File: src/logic/kiwi_defs.svh
`ifndef KIWI_DEFS_SVH
`define KIWI_DEFS_SVH

// data path and pc width
`define KIWI_XLEN 64

// architectural integer registers
`define KIWI_NREGS 32

// bits needed to index a register
`define KIWI_REG_W 5

`endif

File: src/logic/kiwi_pkg.sv
`include "kiwi_defs.svh"

package kiwi_pkg;

    typedef enum logic [3:0] {
        OP_ADD,
        OP_SUB,
        OP_AND,
        OP_OR,
        OP_XOR,
        OP_ADDI,
        OP_BEQ,
        OP_BNE,
        OP_ILLEGAL
    } kiwi_op_e;

    typedef struct packed {
        logic [`KIWI_XLEN-1:0] pc;
        logic [31:0]           inst;
    } fetch_pkt_t;

    // unused source indices decode to x0
    typedef struct packed {
        kiwi_op_e              op;
        logic [`KIWI_REG_W-1:0] rs1;
        logic [`KIWI_REG_W-1:0] rs2;
        logic [`KIWI_REG_W-1:0] rd;
        logic                  rd_we;
        logic                  is_branch;
        logic [`KIWI_XLEN-1:0] imm;
        logic [`KIWI_XLEN-1:0] pc;
    } dec_op_t;

    typedef struct packed {
        dec_op_t               dec;
        logic [`KIWI_XLEN-1:0] rs1_val;
        logic [`KIWI_XLEN-1:0] rs2_val;
    } exe_op_t;

    typedef struct packed {
        logic                  valid;
        logic [`KIWI_REG_W-1:0] rd;
        logic [`KIWI_XLEN-1:0] value;
    } wb_pkt_t;

    typedef struct packed {
        logic                  valid;
        logic [`KIWI_XLEN-1:0] pc;
    } redirect_t;

endpackage

File: src/logic/kiwi_regfile.sv
`timescale 1ns/100ps
`include "kiwi_defs.svh"

module kiwi_regfile import kiwi_pkg::*; (
    input  logic                   clk_i,
    input  logic                   reset_i,
    input  logic [`KIWI_REG_W-1:0] rs1_i,
    input  logic [`KIWI_REG_W-1:0] rs2_i,
    output logic [`KIWI_XLEN-1:0]  rs1_data_o,
    output logic [`KIWI_XLEN-1:0]  rs2_data_o,
    input  wb_pkt_t                wb_i
);

    // x0 has no storage
    logic [`KIWI_XLEN-1:0] regs [1:`KIWI_NREGS-1];

    always_ff @(posedge clk_i) begin
        if (reset_i) begin
            for (int i = 1; i < `KIWI_NREGS; i++) begin
                regs[i] <= '0;
            end
        end else if (wb_i.valid && wb_i.rd != '0) begin
            regs[wb_i.rd] <= wb_i.value;
        end
    end

    // same-cycle write is not forwarded
    assign rs1_data_o = (rs1_i == '0) ? '0 : regs[rs1_i];
    assign rs2_data_o = (rs2_i == '0) ? '0 : regs[rs2_i];

endmodule

File: config.mk
export PLATFORM = sky130hd
export DESIGN_NAME = kiwi_regfile
export DESIGN_NICKNAME = d
export VERILOG_FILES = /design/src/logic/kiwi_pkg.sv /design/src/logic/kiwi_regfile.sv
export VERILOG_INCLUDE_DIRS = /design/src /design/src/logic
export SDC_FILE = /design/constraint.sdc
export NUM_CORES = 2
export LEC_CHECK = 0
export BUFFER_PORTS_ARGS = -buffer_cell sky130_fd_sc_hd__buf_2
export CORE_MARGIN = 4
export CORE_UTILIZATION = 40
export DETAILED_ROUTE_END_ITERATION = 6
export HOLD_SLACK_MARGIN = 0.05
export PLACE_DENSITY = 0.65
export RECOVER_POWER = 25
export SLEW_MARGIN = 20
export SYNTH_ARGS = -nofsm -noshare
export SYNTH_HDL_FRONTEND = slang
export SYNTH_SLANG_ARGS = --single-unit
File: constraint.sdc
create_clock -name clk_i -period 3.7 [get_ports clk_i]
set_input_delay 0.37 -clock clk_i [delete_from_list [all_inputs] [get_ports clk_i]]
set_output_delay 0.37 -clock clk_i [all_outputs]
set_load 0.02 [all_outputs]
; ---- Yosys cells after proc, flatten, opt, wreduce, memory -nomap -nowiden
; Memory sizes are Yosys's and may differ from the RTL's.
; Index checks and enable logic that the tools add are counted.
[word_totals]
regBits = 0
ramBits = 1984
inputBits = 82
out_inout_bits = 128
word_cells = 16
mem_count = 1
[memory_table]
columns = name, words, word_bits, read_ports, rd_ports_with_merged_regs, write_ports, line
row1 = regs, 31, 64, 2, 0, 31, kiwi_regfile.sv:15  ; logic [`KIWI_XLEN-1:0] regs [1:`KIWI_NREGS-1];
[classes]
muxes = 10
n_reduce_logical = 5
[ops]
columns = op, n
row1 = 64-bit two-way mux, 3
row2 = 64-bit OR reduction, 1
row3 = 5-bit zero test, 2
row4 = 1-bit two-way mux, 6
row5 = 5-bit two-way mux, 1
row6 = 5-bit nonzero test, 1
row7 = 1-bit logical AND, 1

; ---- Longest topological paths before layout
[logic_depth]
depth_word = 7
ltp_mapped = 10
ltp_nobuf = 5

; ---- Worst setup path before layout
; OpenSTA, ideal clock, no wires.
[synth_timing]
kind = in2out
startpoint = input port rs1_i[0]
endpoint = output port rs1_data_o[42]
t_arrival_ps = 2515
t_required_ps = 3330
setup_slack_ps = 815
stages = 9
n_path_buf = 5
cell_sequence = buf_4 > buf_6 > buf_6 > buf_6 > buf_8 > mux2i_1 > o22ai_1 > a211oi_1 > a2111oi_0
[synth_between]
elab_chain_len = 2
elab_cells_between_ends = 3
cone_classes = mux (1) / reduce/logical (1) / memory (1)
[synth_rtl]
columns = element, line
row1 = "start, declared", kiwi_regfile.sv:7  ; input logic [`KIWI_REG_W-1:0] rs1_i,
row2 = memory read 31 x 64 bit or 5-bit zero test (tied branches), --
row3 = 64-bit two-way mux *, kiwi_regfile.sv:28  ; assign rs1_data_o = (rs1_i == '0) ? '0 : regs[rs1_i];
row4 = "end, declared", kiwi_regfile.sv:9  ; output logic [`KIWI_XLEN-1:0] rs1_data_o,
; Every way passes the cells marked *; elsewhere a longest branch is shown, timed or not.

==> summary.md <==
| Metric | Value |
|---|---|
| Relative slew margins | -103% |
| Maximum VDD drop | 0.347 mV |
| CP required | 4.24 ns |
| Worst Path Max Fanout | 17 |
| Largest net degree at the start of global routing | 82 |
| Number of placed instances, taps included | 10,475 |
| Clock-pin transition on the worst setup and hold timing paths | 0.06 ns |
| Area contributors post-synth | edfxtp_1, mux4_2, and2_1 |
| Synthesis warning total | 0 |
| Synth Area per Inst | 15.3 um2 |
| Final GP Congestion | 0.874 |
| Final setup viols | 118 |
| Share of layout cells above drive strength 1 | 25.8% |
| Async S/R FF share, synth | 0% |
| Failing checks | max-capacitance violations, max-slew violations, negative setup slack |
| Commonest cells in the netlist | edfxtp_1, and2_1, mux4_2 |
| Die H | 528 um |
| Reg with most FFs | regs |
| Crit share post-route | 103% |
| Power Density | 463 mW/mm2 |
| RSZ-0062 raised after global routing | false |
| CTS Buf Count | 209 |
| # Post-CTS Setup Buffers | 0 |
| P&R area growth vs syn | 13.3% |
| Endpoint class of the critical path | flip-flop |
| Worst EP arrival | 4.36 ns |
| H-tree lvl count | 4 |
| Die ar. | 0.279 mm2 |
| Layout Nets | 7,280 |
| Clk sinks | 2,048 |
| Worst slack at placement | -0.0714 ns |
| Top-area cell type share of the netlist area | 56.8% |
| Routed vias | 72,526 |
| Fin crit period | 3.82 ns |
| Antenna violations before repair | 76 |
| WL per Instance | 38.8 um |
| Initial core utilization | 40.3% |
| Max FFs per register | 2,048 |
| Most used DFF post-synth | edfxtp_1 |
| Final setup margin | -0.118 ns |
| Max Fclk | 262 MHz |
| Leak Pwr | 42.3 nW |
| Total grt overflow | 0 |
| First-pass GRT wire length | 583,000 um |
| Number of synthesized flops with an enable pin | 2,048 |
| #FFs+latches synth | 2,048 |
| Vias/cell | 6.62 |
| Io pins | 210 |
| Metal-1 WL | 140,000 um |
| Drt first pass iters | 6 |
| Number of max-cap violations | 34 |
| Total global-route track usage | 29.9% |
| Final Slew Violations | 832 |
| Metal2 WL | 191,000 um |
| Crit start category | input port |
| Residual DRC | 0 |
| Worst slew pin tran | 3.05 ns |
| Finished Layout Cells | 10,957 |
| Status | complete, but fails checks |
| Register area share after synthesis | 56.8% |
| Synth Instances | 7,055 |
| Hold Crit Class | in -> reg |
| Top Metal Used | met5 |
| Dpl hpwl | 242,000 um |
| Antenna-violating nets left | 0 |
| Yosys cell types | 43 |
| Vias in the first global route | 71,950 |
| Iter 0 DRT Violations | 14,434 |
| Port buffer count | 209 |
| Count leader, synth | edfxtp_1 |
| CTS Root Cell | clkbuf_16 |
| CTS tree | done |
| Regs by FF count | regs (2048) |
| Die span in x | 528 um |
| Max Root-Sink Buffers | 4 |
| Worst setup path class | in -> reg |
| Metal3 WL | 59,700 um |
| Rows | 190 |
| Final hold viol count | 0 |
| WL final | 425,000 um |
| Post-layout util | 45.7% |
| Post-Syn Area | 0.108 mm2 |
| Core box area | 0.269 mm2 |
| Top cell type by total area after synthesis | edfxtp_1 |
power by group:
part	switching, W	leakage, nW	total (W)	internal, W
logic	0.00475	19.5	0.00780	0.00304
registers	0.000647	19.5	0.0275	0.0268
clock network	0.00935	3.28	0.0215	0.0122
total	0.0148	42.3	0.0568	0.0421
timing repair:
action / 4_1_cts / 5_1_grt
gates resized for setup: 6 / 1
hold buffers: 64 / 0
setup endpoints to repair: 4 / 1
hold endpoints to repair: 64 / 0
cell families after synthesis:
kind of cell	Yosys count	synth area share [%]
simple gates	2284	12.8
flops	2048	56.8
mux	1391	23.5
buf+inv	791	3.17
compound gates	540	3.75
other cells	1	0.00346
metal layers:
metal,up-vias,GRT usage [%]
met2,6321,45.6
met4,26,20.4
met3,1592,9.07
met1,37086,36.5
li1,27501,-
met5,-,0
final timing paths:
kind,end,depth (start not counted),slack (ns),startpoint
setup / recovery,regs[1][58],7,-0.12,reset_i
hold / removal,regs[28][1],3,0.52,reset_i
worst max-delay path, stage by stage:
cell	delay (ns)
clkbuf_1	0.23
nor2b_1	0.23
nand3b_1	0.10
clkbuf_1	0.38
nor2_1	1.15
or2_1	1.37
buf_4	0.47
per-stage QoR:
step | setup TNS, ns | hold slack (ns) | total power [W] | cell area (um2)
3_5_place_dp | -0.0714 | 0.853 | 0.0354 | 116000
4_1_cts | 0 | 0.256 | 0.0566 | 123000
3_3_place_gp | -0.561 | 0.845 | 0.0353 | 116000
2_1_floorplan | 0 | 0.469 | 0.0320 | 108000
5_1_grt | 0 | 0.517 | 0.0580 | 123000
6_report | -6.74 | 0.520 | 0.0568 | 123000
layout make-up:
type / count / area (um2)
fillers: 23094 / 146000
flip-flops and latches: 2048 / 61500
multi-input cells: 4279 / 44000
repair buffers: 658 / 5980
clock buffers: 247 / 5420
well taps: 3552 / 4440
clock inverters: 126 / 1260
diodes: 45 / 113
inverters: 2 / 8.76
cell usage in the layout, fill, tap and decap left out, types with 74 or more instances in the layout:
cell type / instances
clkbuf_16: 211
edfxtp_1: 2048
buf_4: 233
buf_2: 136
mux2i_1: 365
o22ai_1: 100
buf_12: 120
a22oi_1: 74
and2_1: 1794
mux2_2: 120
clkbuf_1: 113
nand2_1: 106
and2_0: 191
mux4_2: 906
Power figures use the tool's default switching activity.
