`config.mk`:
```
export PLATFORM = sky130hd
export DESIGN_NAME = kiwi_decoder
export DESIGN_NICKNAME = d
export VERILOG_FILES = /design/src/logic/kiwi_pkg.sv /design/src/logic/kiwi_decoder.sv
export VERILOG_INCLUDE_DIRS = /design/src /design/src/logic
export SDC_FILE = /design/constraint.sdc
export NUM_CORES = 1
export LEC_CHECK = 0
export BUFFER_PORTS_ARGS = -buffer_cell sky130_fd_sc_hd__buf_4
export CORE_AREA = 3 3 95 97
export DETAILED_ROUTE_END_ITERATION = 8
export DIE_AREA = 0 0 98 100
export PLACE_DENSITY_LB_ADDON = 0.3
export SYNTH_ARGS = -nofsm -noshare
export SYNTH_HDL_FRONTEND = slang
export SYNTH_SLANG_ARGS = --single-unit
```
`constraint.sdc`:
```
create_clock -name vclk -period 4.3
set_input_delay 0.86 -clock vclk [all_inputs]
set_output_delay 0.86 -clock vclk [all_outputs]
set_load 0.02 [all_outputs]
```
`src/logic/kiwi_defs.svh`:
```
`ifndef KIWI_DEFS_SVH
`define KIWI_DEFS_SVH

// data path and pc width
`define KIWI_XLEN 64

// architectural integer registers
`define KIWI_NREGS 32

// bits needed to index a register
`define KIWI_REG_W 5

`endif

```
`src/logic/kiwi_pkg.sv`:
```
`include "kiwi_defs.svh"

package kiwi_pkg;

    typedef enum logic [3:0] {
        OP_ADD,
        OP_SUB,
        OP_AND,
        OP_OR,
        OP_XOR,
        OP_ADDI,
        OP_BEQ,
        OP_BNE,
        OP_ILLEGAL
    } kiwi_op_e;

    typedef struct packed {
        logic [`KIWI_XLEN-1:0] pc;
        logic [31:0]           inst;
    } fetch_pkt_t;

    // unused source indices decode to x0
    typedef struct packed {
        kiwi_op_e              op;
        logic [`KIWI_REG_W-1:0] rs1;
        logic [`KIWI_REG_W-1:0] rs2;
        logic [`KIWI_REG_W-1:0] rd;
        logic                  rd_we;
        logic                  is_branch;
        logic [`KIWI_XLEN-1:0] imm;
        logic [`KIWI_XLEN-1:0] pc;
    } dec_op_t;

    typedef struct packed {
        dec_op_t               dec;
        logic [`KIWI_XLEN-1:0] rs1_val;
        logic [`KIWI_XLEN-1:0] rs2_val;
    } exe_op_t;

    typedef struct packed {
        logic                  valid;
        logic [`KIWI_REG_W-1:0] rd;
        logic [`KIWI_XLEN-1:0] value;
    } wb_pkt_t;

    typedef struct packed {
        logic                  valid;
        logic [`KIWI_XLEN-1:0] pc;
    } redirect_t;

endpackage

```
`src/logic/kiwi_decoder.sv`:
```
`timescale 1ns/100ps
`include "kiwi_defs.svh"

module kiwi_decoder import kiwi_pkg::*; (
    input  fetch_pkt_t inst_i,
    output dec_op_t    op_o
);

    localparam logic [6:0] OPC_REG    = 7'b0110011;
    localparam logic [6:0] OPC_IMM    = 7'b0010011;
    localparam logic [6:0] OPC_BRANCH = 7'b1100011;

    logic [31:0]            word;
    logic [6:0]             opcode;
    logic [2:0]             funct3;
    logic [6:0]             funct7;
    logic [`KIWI_REG_W-1:0] rd;
    logic [`KIWI_XLEN-1:0]  imm_i;
    logic [`KIWI_XLEN-1:0]  imm_b;
    kiwi_op_e               op;

    assign word   = inst_i.inst;
    assign opcode = word[6:0];
    assign funct3 = word[14:12];
    assign funct7 = word[31:25];
    assign rd     = word[11:7];

    assign imm_i = {{52{word[31]}}, word[31:20]};
    assign imm_b = {{51{word[31]}}, word[31], word[7], word[30:25], word[11:8], 1'b0};

    always_comb begin
        op = OP_ILLEGAL;
        case (opcode)
            OPC_REG: begin
                case ({funct7, funct3})
                    10'b0000000_000: op = OP_ADD;
                    10'b0100000_000: op = OP_SUB;
                    10'b0000000_100: op = OP_XOR;
                    10'b0000000_110: op = OP_OR;
                    10'b0000000_111: op = OP_AND;
                    default:         op = OP_ILLEGAL;
                endcase
            end
            OPC_IMM: begin
                if (funct3 == 3'b000) begin
                    op = OP_ADDI;
                end
            end
            OPC_BRANCH: begin
                if (funct3 == 3'b000) begin
                    op = OP_BEQ;
                end else if (funct3 == 3'b001) begin
                    op = OP_BNE;
                end
            end
            default: op = OP_ILLEGAL;
        endcase
    end

    // only the fields an operation really uses are filled in
    always_comb begin
        op_o    = '0;
        op_o.op = op;
        op_o.pc = inst_i.pc;
        case (op)
            OP_ADD, OP_SUB, OP_AND, OP_OR, OP_XOR: begin
                op_o.rs1   = word[19:15];
                op_o.rs2   = word[24:20];
                op_o.rd    = rd;
                op_o.rd_we = (rd != '0);
            end
            OP_ADDI: begin
                op_o.rs1   = word[19:15];
                op_o.rd    = rd;
                op_o.rd_we = (rd != '0);
                op_o.imm   = imm_i;
            end
            OP_BEQ, OP_BNE: begin
                op_o.rs1       = word[19:15];
                op_o.rs2       = word[24:20];
                op_o.is_branch = 1'b1;
                op_o.imm       = imm_b;
            end
            default: ;
        endcase
    end

endmodule

```
# Word-level counts from Yosys, hierarchy flattened
# Cells that the tools add are included.
[word_totals]
in_bits = 96
ff_bits = 0
output_inout_bits = 149
wordCells = 33
[op_classes]
n_eq_ne = 15
reduce_logical = 8
mux = 10
[ops]
columns = ["operator", "count"]
rows = [
  ["64-bit case mux with 2 select lines", 1],
  ["10-bit by 3-bit equality test with 1-bit output (second input constant)", 3],
  ["4-bit case mux with 5 select lines", 1],
  ["4-bit by 3-bit equality test with 1-bit output (second input constant)", 4],
  ["4-bit 2-to-1 mux", 3],
  ["4-bit case mux with 3 select lines", 1],
  ["10-bit by 9-bit equality test with 1-bit output (second input constant)", 1],
  ["10-bit logical NOT", 1],
  ["5-bit 2-to-1 mux", 2],
  ["4-bit by 2-bit equality test with 1-bit output (second input constant)", 2],
  ["8-bit OR reduction", 1],
  ["7-bit by 5-bit equality test with 1-bit output (second input constant)", 1],
  ["7-bit by 6-bit equality test with 1-bit output (second input constant)", 1],
  ["7-bit equality test (second input constant)", 1],
  ["7-bit OR reduction", 1],
  ["6-bit 2-to-1 mux", 1],
  ["6-bit OR reduction", 1],
  ["5-bit nonzero test", 1],
  ["4-bit by 1-bit equality test with 1-bit output (second input constant)", 1],
  ["4-bit logical NOT", 1],
  ["3-bit by 1-bit equality test with 1-bit output (second input constant)", 1],
  ["3-bit logical NOT", 1],
  ["2-bit OR reduction", 1],
  ["1-bit 2-to-1 mux", 1],
]

# Depth between registers and ports, before layout
# Gate-level depths: netlist of the first run.
[logic_depth]
word_depth = 7
mapped_depth = 5
mapped_depth_nobuf = 4

# Worst setup path before layout of the first run
# No wires, ideal clock.
[synth_path]
path_type = "input-to-output"
from = "input inst_i[12] in the netlist's numbering"
to = "output op_o[100] in the netlist's numbering"
path_slack_ns = 0.455
path_buffers = 1
required_ns = 3.440
cell_stages = 5
t_arrival_ns = 2.985
path_cell_list = "nor4b_1 > nor2_1 > nor2_1 > and2_1 > buf_4"
[synth_lines]
columns = ["element", "line", "source"]
rows = [
  ["start, declared", "kiwi_decoder.sv:5", "input fetch_pkt_t inst_i,"],
  ["end, declared", "kiwi_decoder.sv:6", "output dec_op_t op_o"],
]

==> metrics.txt, run 1 <==
sequential cell count 0; power per cell area 30.3 nW/um^2; Initial DRC Count 16; Max-cap violations 0; minimum clock period 3580 ps; met3 track demand over resource in global routing 0.0250; kind of start point of the critical path primary input; routed via count 1108; post-route setup slack 724 ps; Syn Nets 284; number of placement rows 33; Synth Cell Area 1330 sq um; RSZ-0062 raised after global routing no; biggest cell delay along the critical path 740 ps; crit-path most repeated cell sky130_fd_sc_hd__buf_4; vias in the first global route 1000; GRT Overall Usage 0.0710; CP Data Arrival Time 2720 ps; grt met2 use 0.149; final number of max-transition violations 0; Die X-Extent 98 um; number of hold violations in the final report 0; Final HPWL DP 3590 um; PortBufs 117; timing-limited maximum frequency 280 MHz; average cell area after synthesis 7.09 sq um; area occupied by registers 0 sq um; die area 9800 sq um; peak fanout along the critical path 11; total power consumption of the routed design 44.8 uW; leakage component of the power 0.000808 uW; count of instances resized after the clock tree is built 0; core box area 8220 sq um; slew margin rel. 0.504; Hold-fix buffers, CTS 0; register area share after synthesis 0; Psw 19.7 uW; internal power 25.1 uW; worst-path cell with the longest stage delay sky130_fd_sc_hd__o41ai_2; number of setup violations in the final report 0; Synth-to-Final Area Change 10.7%; I/O pin cnt 245; type of element capturing the critical path output pin; antenna cells 0; Synth Warn # 0; number of nets in the final layout 286; number of antenna violations at the first check in global routing 0; Setup TNS Final 0 ps; share of power burned in combinational logic 1.000; Distinct cells, synth 29; met1 track demand over resource 0.0648; residual antenna-violating net count after detailed routing 0; fraction of the cycle the final worst path needs 0.832; ratio of cells with drive above 1 in the final layout 0.686; clock tree buffer count of the final layout 0; switching share of power 0.439; sum of routed wire length over all layers 4090 um; pin count of the biggest net entering global routing 53; number of remaining DRC errors 0; initial core utilization 0.162; actual slew at the worst max-slew pin 736 ps; series of cell instances along the critical path buf_4, or4b_4, o41ai_2, and4_2, buf_4; Setup Slack @ Placement 704 ps; crit path kind in -> out; cell count after synthesis 188; Peak supply drop 0.0126 mV; buffers inserted by post-CTS timing repair 0; gpl congestion 0.675; Clock power frac 0; routed len/inst 13.9 um; run status finished clean; Via density 3.78; CP Data Required Time 3440 ps; layer carrying the most global-route usage met2; total global routing overflow 0; number of detailed-route iterations in the first pass 4; Chip Height 100 um; first-pass GRT wire length 5600 um; relative contribution of sequential cells to total power 0; fillcell total 949; type of the worst min-delay path in -> out
[logic make-up (layout without fill, tap and decap cells)]
kind of cell           Yosys count  in the layout  share of synthesized area
AND/OR/NAND/NOR                 54             54                      0.247
buffers and inverters          120            120                      0.664
AO/OA/AOI/OAI                   14             14                     0.0891
[routing by layer]
| metal | wire length [um] | vias to the layer above |
|---|---|---|
| met4 | 70 | 0 |
| met5 | 0 | - |
| met3 | 604 | 10 |
| li1 | - | 507 |
| met1 | 1210 | 472 |
| met2 | 2200 | 119 |
[per-stage QoR]
step | std cells | instance area (sq um) | util | hold WS (ps)
after global placement | 293 | 1480 | 0.180 | 1720
after CTS | 293 | 1480 | 0.180 | 1720
after global routing | 293 | 1480 | 0.180 | 1720
final | 293 | 1480 | 0.180 | 1720
after detailed placement | 293 | 1480 | 0.180 | 1720
after floorplan | 188 | 1330 | - | 1830
[area by class of cell]
cell class                 count  area, sq um  area share
multi-input combinational     68          448       0.303
timing repair buffer         119          893       0.605
tap                          105          131      0.0890
inverter                       1         3.75     0.00254
[layout by cell type (no fill, tap or decap), drive strengths merged]
| master | count |
|---|---|
| buf | 119 |
| o21ai | 2 |
| o2111a | 1 |
| and2 | 9 |
| a31oi | 1 |
| a22o | 5 |
| nand3 | 1 |
| or4 | 1 |
| nor3b | 1 |
| nor2 | 11 |
| and4bb | 1 |
| inv | 1 |
| nor4b | 2 |
| o21a | 1 |
| and3b | 1 |
| and4 | 5 |
| a211o | 1 |
| nor2b | 2 |
| and3 | 6 |
| nand2 | 10 |
| or4b | 1 |
| nand4 | 2 |
| a22oi | 2 |
| o41ai | 1 |
| or3 | 1 |
[synthesized netlist by cell type (2+ instances only)]
master / instances / area, sq um
sky130_fd_sc_hd__a22o_1: 5 / 43.8
sky130_fd_sc_hd__nand4_1: 2 / 12.5
sky130_fd_sc_hd__a22oi_1: 2 / 15.0
sky130_fd_sc_hd__buf_4: 116 / 871
sky130_fd_sc_hd__nor2_1: 11 / 41.3
sky130_fd_sc_hd__o21ai_0: 2 / 10.0
sky130_fd_sc_hd__nor4b_1: 2 / 17.5
sky130_fd_sc_hd__nor2b_1: 2 / 12.5
sky130_fd_sc_hd__and3_2: 5 / 37.5
sky130_fd_sc_hd__clkbuf_1: 3 / 11.3
sky130_fd_sc_hd__nand2_1: 10 / 37.5
sky130_fd_sc_hd__and2_1: 8 / 50.1
sky130_fd_sc_hd__and4_1: 4 / 35.0
[path summary, 6_finish.rpt]
path,slack [ps],cells after the start,startpoint,endpoint
worst min-delay path,1720,0,inst_i[32],op_o[0]
worst max-delay path,720,5,inst_i[29],op_o[134]
[power by group through the flow]
stage          sequential [uW]  clock (uW)  combinational (uW)
3_5_place_dp                 0           0                45.6
2_1_floorplan                0           0                 101
3_3_place_gp                 0           0                45.4
6_report                     0           0                44.8
5_1_grt                      0           0                49.4
4_1_cts                      0           0                45.7
[critical path, delay by kind of cell]
| kind | cells | cell delay (ps) |
|---|---|---|
| compound gates | 1 | 740 |
| buf+inv | 2 | 250 |
| simple gates | 2 | 870 |
Note: power is estimated with default switching activity, not from simulation.
==> inputs of run 2 (changes only) <==
--- a/config.mk
+++ b/config.mk
@@ -6,10 +6,11 @@
 export SDC_FILE = /design/constraint.sdc
 export NUM_CORES = 1
 export LEC_CHECK = 0
+export ABC_AREA = 1
 export BUFFER_PORTS_ARGS = -buffer_cell sky130_fd_sc_hd__buf_4
-export CORE_AREA = 3 3 95 97
+export CORE_AREA = 3 3 94 96
 export DETAILED_ROUTE_END_ITERATION = 8
-export DIE_AREA = 0 0 98 100
+export DIE_AREA = 0 0 97 99
 export PLACE_DENSITY_LB_ADDON = 0.3
 export SYNTH_ARGS = -nofsm -noshare
 export SYNTH_HDL_FRONTEND = slang
==> constraint.sdc (replaced) <==
create_clock -name vclk -period 3.4
set_input_delay 0.68 -clock vclk [all_inputs]
set_output_delay 0.68 -clock vclk [all_outputs]
set_load 0.02 [all_outputs]
==> metrics.txt, run 2 <==
run status finished clean; most frequent cells in the layout 117 x sky130_fd_sc_hd__buf_4, 41 x sky130_fd_sc_hd__inv_1, 24 x sky130_fd_sc_hd__nor2_1, 24 x sky130_fd_sc_hd__nand2_1; kind of start point of the critical path primary input; peak fanout along the critical path 52; total global routing overflow 0; Setup TNS Final 0 ps; Worst Min Path Start inst_i[44]; routed via count 1230; Synth Cell Area 1500 sq um; minimum clock period 2810 ps; pin count of the biggest net entering global routing 53; Yosys top cell area share 0.574; post-route cell area 1680 sq um; CP Data Arrival Time 2130 ps; type of the worst min-delay path in -> out; worst-path cell with the longest stage delay sky130_fd_sc_hd__nand3_2; library cell with the highest instance count after synthesis sky130_fd_sc_hd__buf_4; fillcell total 912; internal power 36.3 uW; number of placement rows 33; GRT Overall Usage 0.0635; count of non-filler cells in the finished layout 350; Syn Nets 338; number of nets in the final layout 343; count of instances resized after the clock tree is built 0; Peak supply drop 0.0132 mV; number of antenna violations at the first check in global routing 0; power per cell area 42.0 nW/um^2; cell count after synthesis 242; vias in the first global route 1152; Synth Warn # 0; Distinct cells, synth 21; buffers inserted by post-CTS timing repair 0; commonest cells in the netlist 115 x sky130_fd_sc_hd__buf_4, 41 x sky130_fd_sc_hd__inv_1, 25 x sky130_fd_sc_hd__nor2_1; slew margin rel. 0.802; Max-cap violations 0; residual antenna-violating net count after detailed routing 0; biggest cell delay along the critical path 210 ps; area occupied by registers 0 sq um; Initial DRC Count 15; RSZ-0062 raised after global routing no; series of cell instances along the critical path buf_4, inv_1, nand2_2, nor2_8, nand3_2, nand2_2, inv_1, nor2_4, buf_12, buf_4; type of element capturing the critical path output pin; cell type with the largest total area after synthesis sky130_fd_sc_hd__buf_4; timing-limited maximum frequency 356 MHz; Hold-fix buffers, CTS 0; cell types with the largest area share after synthesis sky130_fd_sc_hd__buf_4 57%, sky130_fd_sc_hd__inv_1 10%, sky130_fd_sc_hd__nor2_1 6.2%; first-pass GRT wire length 5400 um; Synth-to-Final Area Change 11.6%; leakage component of the power 0.00111 uW; Via density 3.51; fraction of the cycle the final worst path needs 0.825; Inst Count DP 350; gpl congestion 0.686; initial core utilization 0.185; average cell area after synthesis 6.21 sq um; Chip Height 99 um; ratio of cells with drive above 1 in the final layout 0.567; final number of max-transition violations 0; Min-Delay Endpoint op_o[12]; total power consumption of the routed design 70.5 uW; CP Data Required Time 2720 ps; number of remaining DRC errors 0; share of power burned in combinational logic 1.000; number of setup violations in the final report 0; I/O pin cnt 245; switching share of power 0.486; Psw 34.2 uW; crit path kind in -> out; Clock power frac 0; number of detailed-route iterations in the first pass 4; relative contribution of sequential cells to total power 0; number of hold violations in the final report 0; sum of routed wire length over all layers 3480 um; PortBufs 117; routed len/inst 9.95 um; die area 9600 sq um; Final HPWL DP 3140 um; worst hold slack after final layout 1360 ps; most common library cell in the layout ignoring fill and taps sky130_fd_sc_hd__buf_4; Placement Cell Area 1680 sq um; sequential cell count 0; Min-Delay Path Depth 0; actual slew at the worst max-slew pin 296 ps; clock tree buffer count of the final layout 0; Die X-Extent 97 um; antenna cells 0; register area share after synthesis 0; core box area 8130 sq um
[run 2: changes by cell type in the layout (fill, tap and decap cells not counted), sizes merged, moves of 6 or more]
cell / change
nand3: +8
nand2: +19
nor2: +21
inv: +42
and2: -8
and3: -6
[run 2: worst max-delay path by stage]
stage,start,endpoint,slack [ps],cells after the start
after floorplan,inst_i[3],op_o[100],400,8
after global placement,inst_i[3],op_o[124],620,10
after detailed placement,inst_i[5],op_o[111],560,8
after CTS,inst_i[5],op_o[111],550,8
after global routing,inst_i[4],op_o[110],410,10
final,inst_i[3],op_o[111],590,10
[run 2: per-layer routing]
| layer | global-route usage | wire length (um) |
|---|---|---|
| met1 | 0.0685 | 1200 |
| met2 | 0.117 | 1710 |
| met3 | 0.0241 | 516 |
| met4 | 0.0151 | 54 |
| met5 | 0 | 0 |
[run 2: through the flow]
stage,setup WS (ps),util
2_1_floorplan,399,-
3_3_place_gp,616,0.206
3_5_place_dp,556,0.206
4_1_cts,554,0.206
5_1_grt,408,0.206
6_report,594,0.206
[run 2: final cells by class]
cell class	count	area (sq um)	share of cell area
inverter	43	161	0.0962
tap	105	131	0.0783
multi-input combinational	84	487	0.290
timing repair buffer	118	898	0.535
[run 2: critical path: cells and delay by family]
family	cells	cell delay, ps
buffers and inverters	5	680
AND/OR/NAND/NOR	5	750
[run 2: power by group through the flow]
stage | clock network (uW) | logic, uW | registers [uW]
2_1_floorplan | 0 | 139 | 0
3_3_place_gp | 0 | 71.1 | 0
3_5_place_dp | 0 | 71.6 | 0
4_1_cts | 0 | 71.9 | 0
5_1_grt | 0 | 78.7 | 0
6_report | 0 | 70.5 | 0
[run 2: logic make-up after synthesis]
logic type             count (synthesis)  synth area share
AO/OA/AOI/OAI                          9            0.0358
AND/OR/NAND/NOR                       75             0.283
buffers and inverters                158             0.681
