<file path="config.mk">
export PLATFORM = sky130hd
export DESIGN_NAME = kiwi_beu
export DESIGN_NICKNAME = d
export VERILOG_FILES = /design/src/logic/kiwi_pkg.sv /design/src/logic/kiwi_beu.sv
export VERILOG_INCLUDE_DIRS = /design/src /design/src/logic
export SDC_FILE = /design/constraint.sdc
export NUM_CORES = 1
export LEC_CHECK = 0
export ABC_AREA = 1
export BUFFER_PORTS_ARGS = -buffer_cell sky130_fd_sc_hd__buf_2
export CORE_ASPECT_RATIO = 0.7
export CORE_MARGIN = 2
export CORE_UTILIZATION = 55
export DETAILED_ROUTE_END_ITERATION = 10
export MAX_ROUTING_LAYER = met4
export PLACE_DENSITY_LB_ADDON = 0.05
export SLEW_MARGIN = 20
export SYNTH_ARGS = -nofsm -noshare
export SYNTH_HDL_FRONTEND = slang
export SYNTH_SLANG_ARGS = --single-unit
</file>
<file path="constraint.sdc">
create_clock -name clk_i -period 2.5 [get_ports clk_i]
set_input_delay 0.25 -clock clk_i [delete_from_list [all_inputs] [get_ports clk_i]]
set_output_delay 0.25 -clock clk_i [all_outputs]
set_load 0.01 [all_outputs]
</file>
<file path="src/logic/kiwi_defs.svh">
`ifndef KIWI_DEFS_SVH
`define KIWI_DEFS_SVH

// data path and pc width
`define KIWI_XLEN 64

// architectural integer registers
`define KIWI_NREGS 32

// bits needed to index a register
`define KIWI_REG_W 5

`endif

</file>
<file path="src/logic/kiwi_pkg.sv">
`include "kiwi_defs.svh"

package kiwi_pkg;

    typedef enum logic [3:0] {
        OP_ADD,
        OP_SUB,
        OP_AND,
        OP_OR,
        OP_XOR,
        OP_ADDI,
        OP_BEQ,
        OP_BNE,
        OP_ILLEGAL
    } kiwi_op_e;

    typedef struct packed {
        logic [`KIWI_XLEN-1:0] pc;
        logic [31:0]           inst;
    } fetch_pkt_t;

    // unused source indices decode to x0
    typedef struct packed {
        kiwi_op_e              op;
        logic [`KIWI_REG_W-1:0] rs1;
        logic [`KIWI_REG_W-1:0] rs2;
        logic [`KIWI_REG_W-1:0] rd;
        logic                  rd_we;
        logic                  is_branch;
        logic [`KIWI_XLEN-1:0] imm;
        logic [`KIWI_XLEN-1:0] pc;
    } dec_op_t;

    typedef struct packed {
        dec_op_t               dec;
        logic [`KIWI_XLEN-1:0] rs1_val;
        logic [`KIWI_XLEN-1:0] rs2_val;
    } exe_op_t;

    typedef struct packed {
        logic                  valid;
        logic [`KIWI_REG_W-1:0] rd;
        logic [`KIWI_XLEN-1:0] value;
    } wb_pkt_t;

    typedef struct packed {
        logic                  valid;
        logic [`KIWI_XLEN-1:0] pc;
    } redirect_t;

endpackage

</file>
<file path="src/logic/kiwi_beu.sv">
`timescale 1ns/100ps
`include "kiwi_defs.svh"

module kiwi_beu import kiwi_pkg::*; (
    input  logic      clk_i,
    input  logic      reset_i,
    input  logic      issue_i,
    input  logic      kill_i,
    input  exe_op_t   op_i,
    output redirect_t redirect_o
);

    logic                  s1_valid;
    exe_op_t               s1_op;
    logic                  equal;
    logic                  taken;
    logic                  redir_valid_q;
    logic [`KIWI_XLEN-1:0] redir_pc_q;

    always_ff @(posedge clk_i) begin
        if (reset_i) begin
            s1_valid <= 1'b0;
        end else begin
            s1_valid <= issue_i && op_i.dec.is_branch;
        end
    end

    always_ff @(posedge clk_i) begin
        if (issue_i) begin
            s1_op <= op_i;
        end
    end

    assign equal = (s1_op.rs1_val == s1_op.rs2_val);
    // beq on equal, bne otherwise
    assign taken = (s1_op.dec.op == OP_BEQ) ? equal : !equal;

    always_ff @(posedge clk_i) begin
        if (reset_i) begin
            redir_valid_q <= 1'b0;
        end else begin
            redir_valid_q <= s1_valid && !kill_i && taken;
        end
    end

    always_ff @(posedge clk_i) begin
        redir_pc_q <= s1_op.dec.pc + s1_op.dec.imm;
    end

    assign redirect_o = '{valid: redir_valid_q, pc: redir_pc_q};

endmodule

</file>
---- Yosys cells after proc, flatten, opt, wreduce, memory -nomap -nowiden ----
Cells that the tools add are included.
cells by class
  $add $sub $neg .......................... 1
  multipliers ............................. 0
  divide/modulo/power cells ............... 0
  magnitude comparators ................... 0
  equal/unequal tests ..................... 2
  shift-type cells ........................ 0
  multiplexer cells ....................... 1
  bitwise gates (word level) .............. 0
  reductions and logical operators ........ 5
operator list
  kind                                                                    count
  64-bit adder                                                            1
  64-bit equality test                                                    1
  4-bit by 3-bit equality test with 1-bit output (second input constant)  1
  1-bit logical AND                                                       3
  1-bit zero test                                                         2
  1-bit two-way mux                                                       1
word-level totals
  register bits ........................... 326
  bits in latches ......................... 0
  memory bits (writable) .................. 0
  ROM bits ................................ 0
  memories ................................ 0

---- Longest topological paths before layout ----
Gate-level depths: netlist (run 1).
  depth in word-level cells ............... 4
  gate-level depth with buffers ........... 14
  depth with buffers taken out ............ 14

---- Worst setup path after synthesis (run 1) ----
No wires, ideal clock.
  path type ............................... flip-flop to flip-flop
  start ................................... reg s1_op[128] (netlist bit)
  end ..................................... reg redir_pc_q[60]
  library setup time ...................... 0.112 ns
  arrival time ............................ 1.782 ns
  path slack .............................. 0.606 ns
  stages on the path, launching flop included .. 15
  path buffers ............................ 0
  clock period less this slack ............ 1.894 ns
  cells stage by stage .................... edfxtp_1 > ha_1 > fa_1 > nand3_1 > nand3_2 > nand2_1 > nand2_2 > nand2_1 > nand2_1 > nand2_1 > nand2_2 > nand2_1 > nand2_1 > nand2_1 > nand2_1
between the ends
  cells in the longest elaborated chain, start to end .. 1
RTL lines
  what                    line            source
  start, declared         kiwi_beu.sv:14  exe_op_t s1_op;
  start signal, assigned  kiwi_beu.sv:30  s1_op <= op_i;
  64-bit adder            kiwi_beu.sv:47  redir_pc_q <= s1_op.dec.pc + s1_op.dec.imm;
  end signal, assigned    kiwi_beu.sv:47
  end, declared           kiwi_beu.sv:18  logic [`KIWI_XLEN-1:0] redir_pc_q;
Every way passes these cells.
A chain may end at the register's enable or synchronous reset.

---- Final worst setup path (run 1) ----
  start ................................... reg s1_op[128] (netlist bit)
  end ..................................... reg redir_pc_q[62]
Same word-level chain as after synthesis.

==> results of run 1 <==
## power breakdown
part           switching (mW)  total (mW)  leakage [nW]  internal [mW]
registers               0.284        6.86          3.10           6.58
clock network            2.18        4.95         0.502           2.77
logic                    2.20        3.60          7.62           1.40
## layout make-up
| type | count | area [um^2] | share of cell area |
|---|---|---|---|
| flip-flops and latches | 326 | 9130 | 0.413 |
| inverters | 382 | 1430 | 0.0648 |
| clock buffers | 37 | 787 | 0.0356 |
| multi-input cells | 1179 | 5670 | 0.256 |
| diodes | 8 | 20.0 | 0.000905 |
| clock inverters | 19 | 249 | 0.0113 |
| well taps | 378 | 473 | 0.0214 |
| repair buffers | 598 | 4370 | 0.198 |
## cells in the final DEF (no fill, tap or decap), drive strengths merged, types with 37 or more instances in the layout
cell type / Yosys / final
buf: 1 / 335
dlygate4sd3: 0 / 263
xor2: 49 / 49
dfxtp: 66 / 66
nand2: 723 / 723
ha: 63 / 63
nor2: 216 / 216
edfxtp: 260 / 260
a21oi: 46 / 46
clkbuf: 0 / 37
inv: 379 / 379
nand3: 40 / 40
## layer usage
metal | GRT usage | wire length, um | vias up
li1 | - | - | 7079
met1 | 0.446 | 21300 | 6910
met2 | 0.552 | 24300 | 792
met3 | 0.0701 | 4770 | 144
met4 | 0.0996 | 1760 | 0
met5 | - | 0 | -
## logic make-up after synthesis
logic type | Yosys count | share of synthesized area
AND/OR/NAND/NOR | 1009 | 0.254
buffers and inverters | 383 | 0.0888
flip-flops | 326 | 0.562
adder cells (fa/ha/maj) | 64 | 0.0498
AO/OA/AOI/OAI | 56 | 0.0179
XOR/XNOR | 50 | 0.0270
## per-stage QoR
step / hold WS, ns / power [mW] / worst slack (ns) / instance area, um^2
2_1_floorplan: 0.322 / 8.73 / 0.606 / 16200
3_3_place_gp: 0.415 / 9.98 / 0.287 / 18400
3_5_place_dp: 0.416 / 10.0 / 0.269 / 18400
4_1_cts: 0.0169 / 15.2 / 0.240 / 22100
5_1_grt: 0.0180 / 16.0 / 0.0997 / 22100
6_report: 0.0156 / 15.4 / 0.238 / 22100
## worst max-delay path, stage by stage (launching register included)
cell	delay, ns
edfxtp_1	0.37
ha_1	0.26
fa_1	0.45
nand3_1	0.13
nand3_2	0.12
nand2_1	0.09
nand2_1	0.11
nand2_1	0.09
nand2_1	0.09
nand2_1	0.09
nand2_2	0.08
nand2_1	0.10
nand2_1	0.06
nand2_1	0.06
nand2_1	0.06
## sequential cells by signal, summed over array words and instances (netlist names)
register and flops:
redir_valid_q 1, s1_valid 1, redir_pc_q 64, s1_op 260
## final timing paths
kind	from	to	slack, ns	cells after the start
worst max register to register	s1_op[128]	redir_pc_q[62]	0.24	14
worst min register to register	s1_valid	redir_valid_q	0.47	2
worst min-delay path	issue_i	s1_op[5]	0.02	1
worst max-delay path	s1_op[128]	redir_pc_q[62]	0.24	14
## timing repair
action	CTS	global route
hold buffers	263	0
setup endpoints to repair	0	0
hold endpoints to repair	262	0
==> results.sh, run 1 <==
export IMPL_status="finished, final reports clean"
export IMPL_fin_crit_ns=2.26
export IMPL_slew_headroom=0.662
export IMPL_crit_path_start_kind="flip-flop"
export IMPL_final_nets=2862
export IMPL_finalHoldViolations=0
export IMPL_dp_cells=2600
export IMPL_antenna_left=0
export IMPL_fin_crit_sh=0.905
export IMPL_numCtsBuffers=30
export IMPL_initial_core_util=0.561
export IMPL_synthTopCellsByArea="edfxtp_1, nand2_1, inv_1"
export IMPL_place_gp_congestion=0.942
export IMPL_cts_tree="built"
export IMPL_clk_path_buf_depth=3
export IMPL_synthCells=1888
export IMPL_finalSetupTns_ns=0
export IMPL_die_w_um=209
export IMPL_drive_gt1_frac=0.177
export IMPL_tightest_slew_ns=0.503
export IMPL_yosysTopAreaCell="edfxtp_1"
export IMPL_ys_types=27
export IMPL_dr_first_iter_drc_count=1207
export IMPL_avgSynthCellArea_um2=8.60
export IMPL_grt_max_degree=82
export IMPL_synth_edf_count=260
export IMPL_die_h_um=148
export IMPL_cts_sinks=326
export IMPL_async_reset_ff_frac=0
export IMPL_ys_top_cells_by_count="nand2_1, inv_1, edfxtp_1"
export IMPL_row_count=52
export IMPL_clock_latency_ns=0.61
export IMPL_p_leak_nw=11.2
export IMPL_final_util=0.764
export IMPL_dr_pass1_iters=6
export IMPL_setup_worst_path_class="flip-flop to flip-flop"
export IMPL_drv_slew=0
export IMPL_fmax_ghz=0.442
export IMPL_yosys_warnings=0
export IMPL_syn_cell_area_um2=16200
export IMPL_hold_path_class="input pin to flip-flop"
export IMPL_drt_wl_total_um=52100
export IMPL_setup_viol=0
export IMPL_viasPerCell=5.10
export IMPL_synth_top_area_share=0.481
export IMPL_wl_per_cell_um=17.8
export IMPL_cts_root_buffer="clkbuf_16"
export IMPL_synth_seq_cells=326
export IMPL_p_per_area_nw_per_um2=696
export IMPL_io_buffer_count=329
export IMPL_drc=0
export IMPL_worstPathRequired_ns=2.96
export IMPL_nFillCells=1905
export IMPL_hpwl_um=33500
export IMPL_yosysSeqAreaShare=0.562
export IMPL_cp_data_arrival_time_ns=2.72
export IMPL_cts_resized=0
export IMPL_overflow=0
export IMPL_finClkSkew_ns=0.0384
export IMPL_drv_cap=0
export IMPL_rsz0062_at_grt="false"
export IMPL_clkTransAtPathRegs_ns=0.08
export IMPL_die_area_um2=30900
export IMPL_yosys_most_used_dff="edfxtp_1"
export IMPL_endpoint_kind="flip-flop"
export IMPL_htree_num_levels=1
export IMPL_final_cell_count_no_fill=2927
export IMPL_crit_fanout=4
export IMPL_synth_most_common_cell="nand2_1"
export IMPL_post_cts_buffers=0
export IMPL_core_area_um2=29000
export IMPL_antenna_found_initial=8
export IMPL_grt_pass1_vias=15021
export IMPL_vias=14925
export IMPL_peakVddDrop_uv=481
export IMPL_ios=346
export IMPL_grtUsageTotal=0.344
export IMPL_grt_pass1_wl_um=79200
export IMPL_syn2layout_area_growth_pct=36.3
export IMPL_syn_nets=2233
(Power assumes the default switching activity.)
==> run 2: changes to the inputs <==
ABC_AREA = unset   (was 1)
CORE_UTILIZATION = 53   (was 55)
==> run 2 against run 1 <==
The run now ends with negative setup slack left; synthesized area shrank 16%; sequential power grew 0.7%; clock skew shrank 0.0095 ns; hold slack gained 0.14 ns; clock power grew 12%; cell area shrank 2.5%; core utilization grew 8.4 points; critical path depth shrank 3; highest routed layer unchanged.
==> results.sh, run 2 <==
export IMPL_status="finished, violations left"
export IMPL_violations="negative setup slack"
export IMPL_finClkSkew_ns=0.0289
export IMPL_clock_latency_ns=0.53
export IMPL_synth_edf_count=260
export IMPL_path_cells="ha_2, fa_2, a21oi_4, nor2_4, nor4_4, buf_4, nor2_4, a31oi_4, a21oi_4, or4_1, xor2_1"
export IMPL_tightest_slew_ns=0.568
export IMPL_numCtsBuffers=34
export IMPL_grt_pass1_wl_um=60500
export IMPL_cts_root_buffer="clkbuf_16"
export IMPL_yosys_most_used_dff="edfxtp_1"
export IMPL_grt_pass1_vias=11371
export IMPL_synth_most_common_cell="edfxtp_1"
export IMPL_viasPerCell=5.32
export IMPL_peakVddDrop_uv=619
export IMPL_ys_top_cells_by_count="edfxtp_1, xnor2_1, a21oi_1"
export IMPL_crit_fanout=3
export IMPL_nFillCells=1253
export IMPL_avgSynthCellArea_um2=14.0
export IMPL_ios=346
export IMPL_hold_path_class="input pin to flip-flop"
export IMPL_drv_slew=0
export IMPL_fin_crit_sh=1.09
export IMPL_cp_top_family="simple AND/OR/NAND/NOR gates"
export IMPL_cts_tree="built"
export IMPL_setup_viol=29
export IMPL_cp_data_arrival_time_ns=3.12
export IMPL_power_total_mw=16.4
export IMPL_die_h_um=138
export IMPL_worstPathRequired_ns=2.90
export IMPL_core_area_um2=25400
export IMPL_finalHoldViolations=0
export IMPL_slew_headroom=0.618
export IMPL_drive_gt1_frac=0.379
export IMPL_regMostFlops="s1_op"
export IMPL_async_reset_ff_frac=0
export IMPL_synth_top_area_share=0.574
export IMPL_setup_slack_ns=-0.219
export IMPL_syn_nets=1316
export IMPL_critPathBufInv=1
export IMPL_fmax_ghz=0.368
export IMPL_final_common_cell="buf_2"
export IMPL_grtUsageTotal=0.298
export IMPL_largestRegisters="s1_op: 260 flops, redir_pc_q: 64 flops"
export IMPL_dp_cells=1744
export IMPL_dr_first_iter_drc_count=680
export IMPL_endpoint_kind="flip-flop"
export IMPL_drc=0
export IMPL_setup_worst_path_class="flip-flop to flip-flop"
export IMPL_antenna_left=0
export IMPL_cts_sinks=326
export IMPL_synthCells=971
export IMPL_drt_wl_total_um=41100
export IMPL_yosysTopAreaCell="edfxtp_1"
export IMPL_synth_seq_cells=326
export IMPL_cp_slowest_cell="or4_1"
export IMPL_mostFrequentLayoutCells="buf_2, dlygate4sd3_1, edfxtp_1"
export IMPL_p_leak_nw=8.89
export IMPL_hpwl_um=24000
export IMPL_drv_cap=0
export IMPL_final_nets=2083
export IMPL_syn2layout_area_growth_pct=58.5
export IMPL_die_area_um2=27000
export IMPL_row_count=49
export IMPL_syn_cell_area_um2=13600
export IMPL_ys_types=65
export IMPL_rsz0062_at_grt="true"
export IMPL_initial_core_util=0.535
export IMPL_yosys_warnings=0
export IMPL_final_cell_count_no_fill=2102
export IMPL_multiInputGateArea_um2=5180
export IMPL_crit_path_start_kind="flip-flop"
export IMPL_htree_num_levels=2
export IMPL_antenna_found_initial=7
export IMPL_place_gp_congestion=0.839
export IMPL_wl_per_cell_um=19.6
export IMPL_p_per_area_nw_per_um2=760
export IMPL_synthTopCellsByArea="edfxtp_1, dfxtp_1, xnor2_1"
export IMPL_fin_crit_ns=2.72
export IMPL_dr_pass1_iters=5
export IMPL_largest_reg_flops=260
export IMPL_slowest_delay_ns=0.49
export IMPL_yosysSeqAreaShare=0.671
export IMPL_overflow=0
export IMPL_io_buffer_count=329
export IMPL_clkTransAtPathRegs_ns=0.07
export IMPL_grt_max_degree=54
export IMPL_clk_path_buf_depth=3
export IMPL_die_w_um=196
export IMPL_vias=11191
export IMPL_seq_area_um2=9130
-- run 2: cell count changes in the layout (fill, tap and decap cells not counted), sizes merged, moves of 22 or more --
cell	change
a21o	+35
a21oi	+30
buf	+152
inv	-361
nand2	-663
nand3	-22
nand4	+22
nor2	-172
o21ai	+37
xnor2	+97
xor2	-22
-- run 2: final cells by class --
cell class | count | share of cell area
Antenna cell | 7 | 0.000812
Clock buffer | 44 | 0.0435
Clock inverter | 18 | 0.0126
Inverter | 15 | 0.00261
Multi-Input combinational cell | 611 | 0.240
Sequential cell | 326 | 0.423
Tap cell | 331 | 0.0192
Timing Repair Buffer | 750 | 0.258
-- run 2: final timing paths --
kind                            slack, ns  depth (start not counted)             end       start
worst max-delay path                -0.22                         11  redir_pc_q[36]  s1_op[192]
worst min-delay path                 0.16                          1       s1_op[63]     issue_i
worst max register to register      -0.22                         11  redir_pc_q[36]  s1_op[192]
worst min register to register       0.48                          1   redir_valid_q    s1_valid
-- run 2: per-stage QoR --
stage / setup WS [ns] / utilization / setup TNS, ns / area (um^2) / hold WS (ns)
after floorplan: -0.00737 / - / -0.00737 / 13600 / 0.322
after global placement: -0.220 / 0.654 / -3.25 / 16600 / 0.421
after detailed placement: -0.315 / 0.654 / -5.39 / 16600 / 0.428
after CTS: -0.170 / 0.816 / -1.22 / 20800 / 0.145
after global routing: -0.317 / 0.848 / -6.38 / 21600 / 0.165
final: -0.219 / 0.848 / -3.18 / 21600 / 0.156
-- run 2: logic make-up after synthesis --
kind of cell	Yosys count	synth area share
AND/OR/NAND/NOR	210	0.0783
buffers and inverters	34	0.0107
flip-flops	326	0.671
XOR/XNOR	125	0.0804
AO/OA/AOI/OAI	212	0.101
adder cells (fa/ha/maj)	64	0.0594
-- run 2: what timing repair did --
action	4_1_cts	5_1_grt
gates resized for setup	36	126
hold buffers	263	0
endpoints found under the setup margin	36	46
hold endpoints to repair	262	0
buffers inserted	8	18
pin swaps	28	38
-- run 2: report_power, final --
part | internal, mW | leakage (nW) | switching (mW) | total, mW
clock network | 3.32 | 0.596 | 2.21 | 5.53
logic | 2.02 | 5.20 | 1.95 | 3.96
registers | 6.60 | 3.10 | 0.304 | 6.91
-- run 2: routing by layer --
layer | part of all wire | vias up | GRT usage | wire length [um]
met2 | 0.49 | 485 | 0.476 | 20000
met4 | 0.024 | 0 | 0.0796 | 1000
met1 | 0.41 | 5409 | 0.388 | 17100
met3 | 0.074 | 91 | 0.0678 | 3060
li1 | - | 5206 | - | -
met5 | 0 | - | - | 0
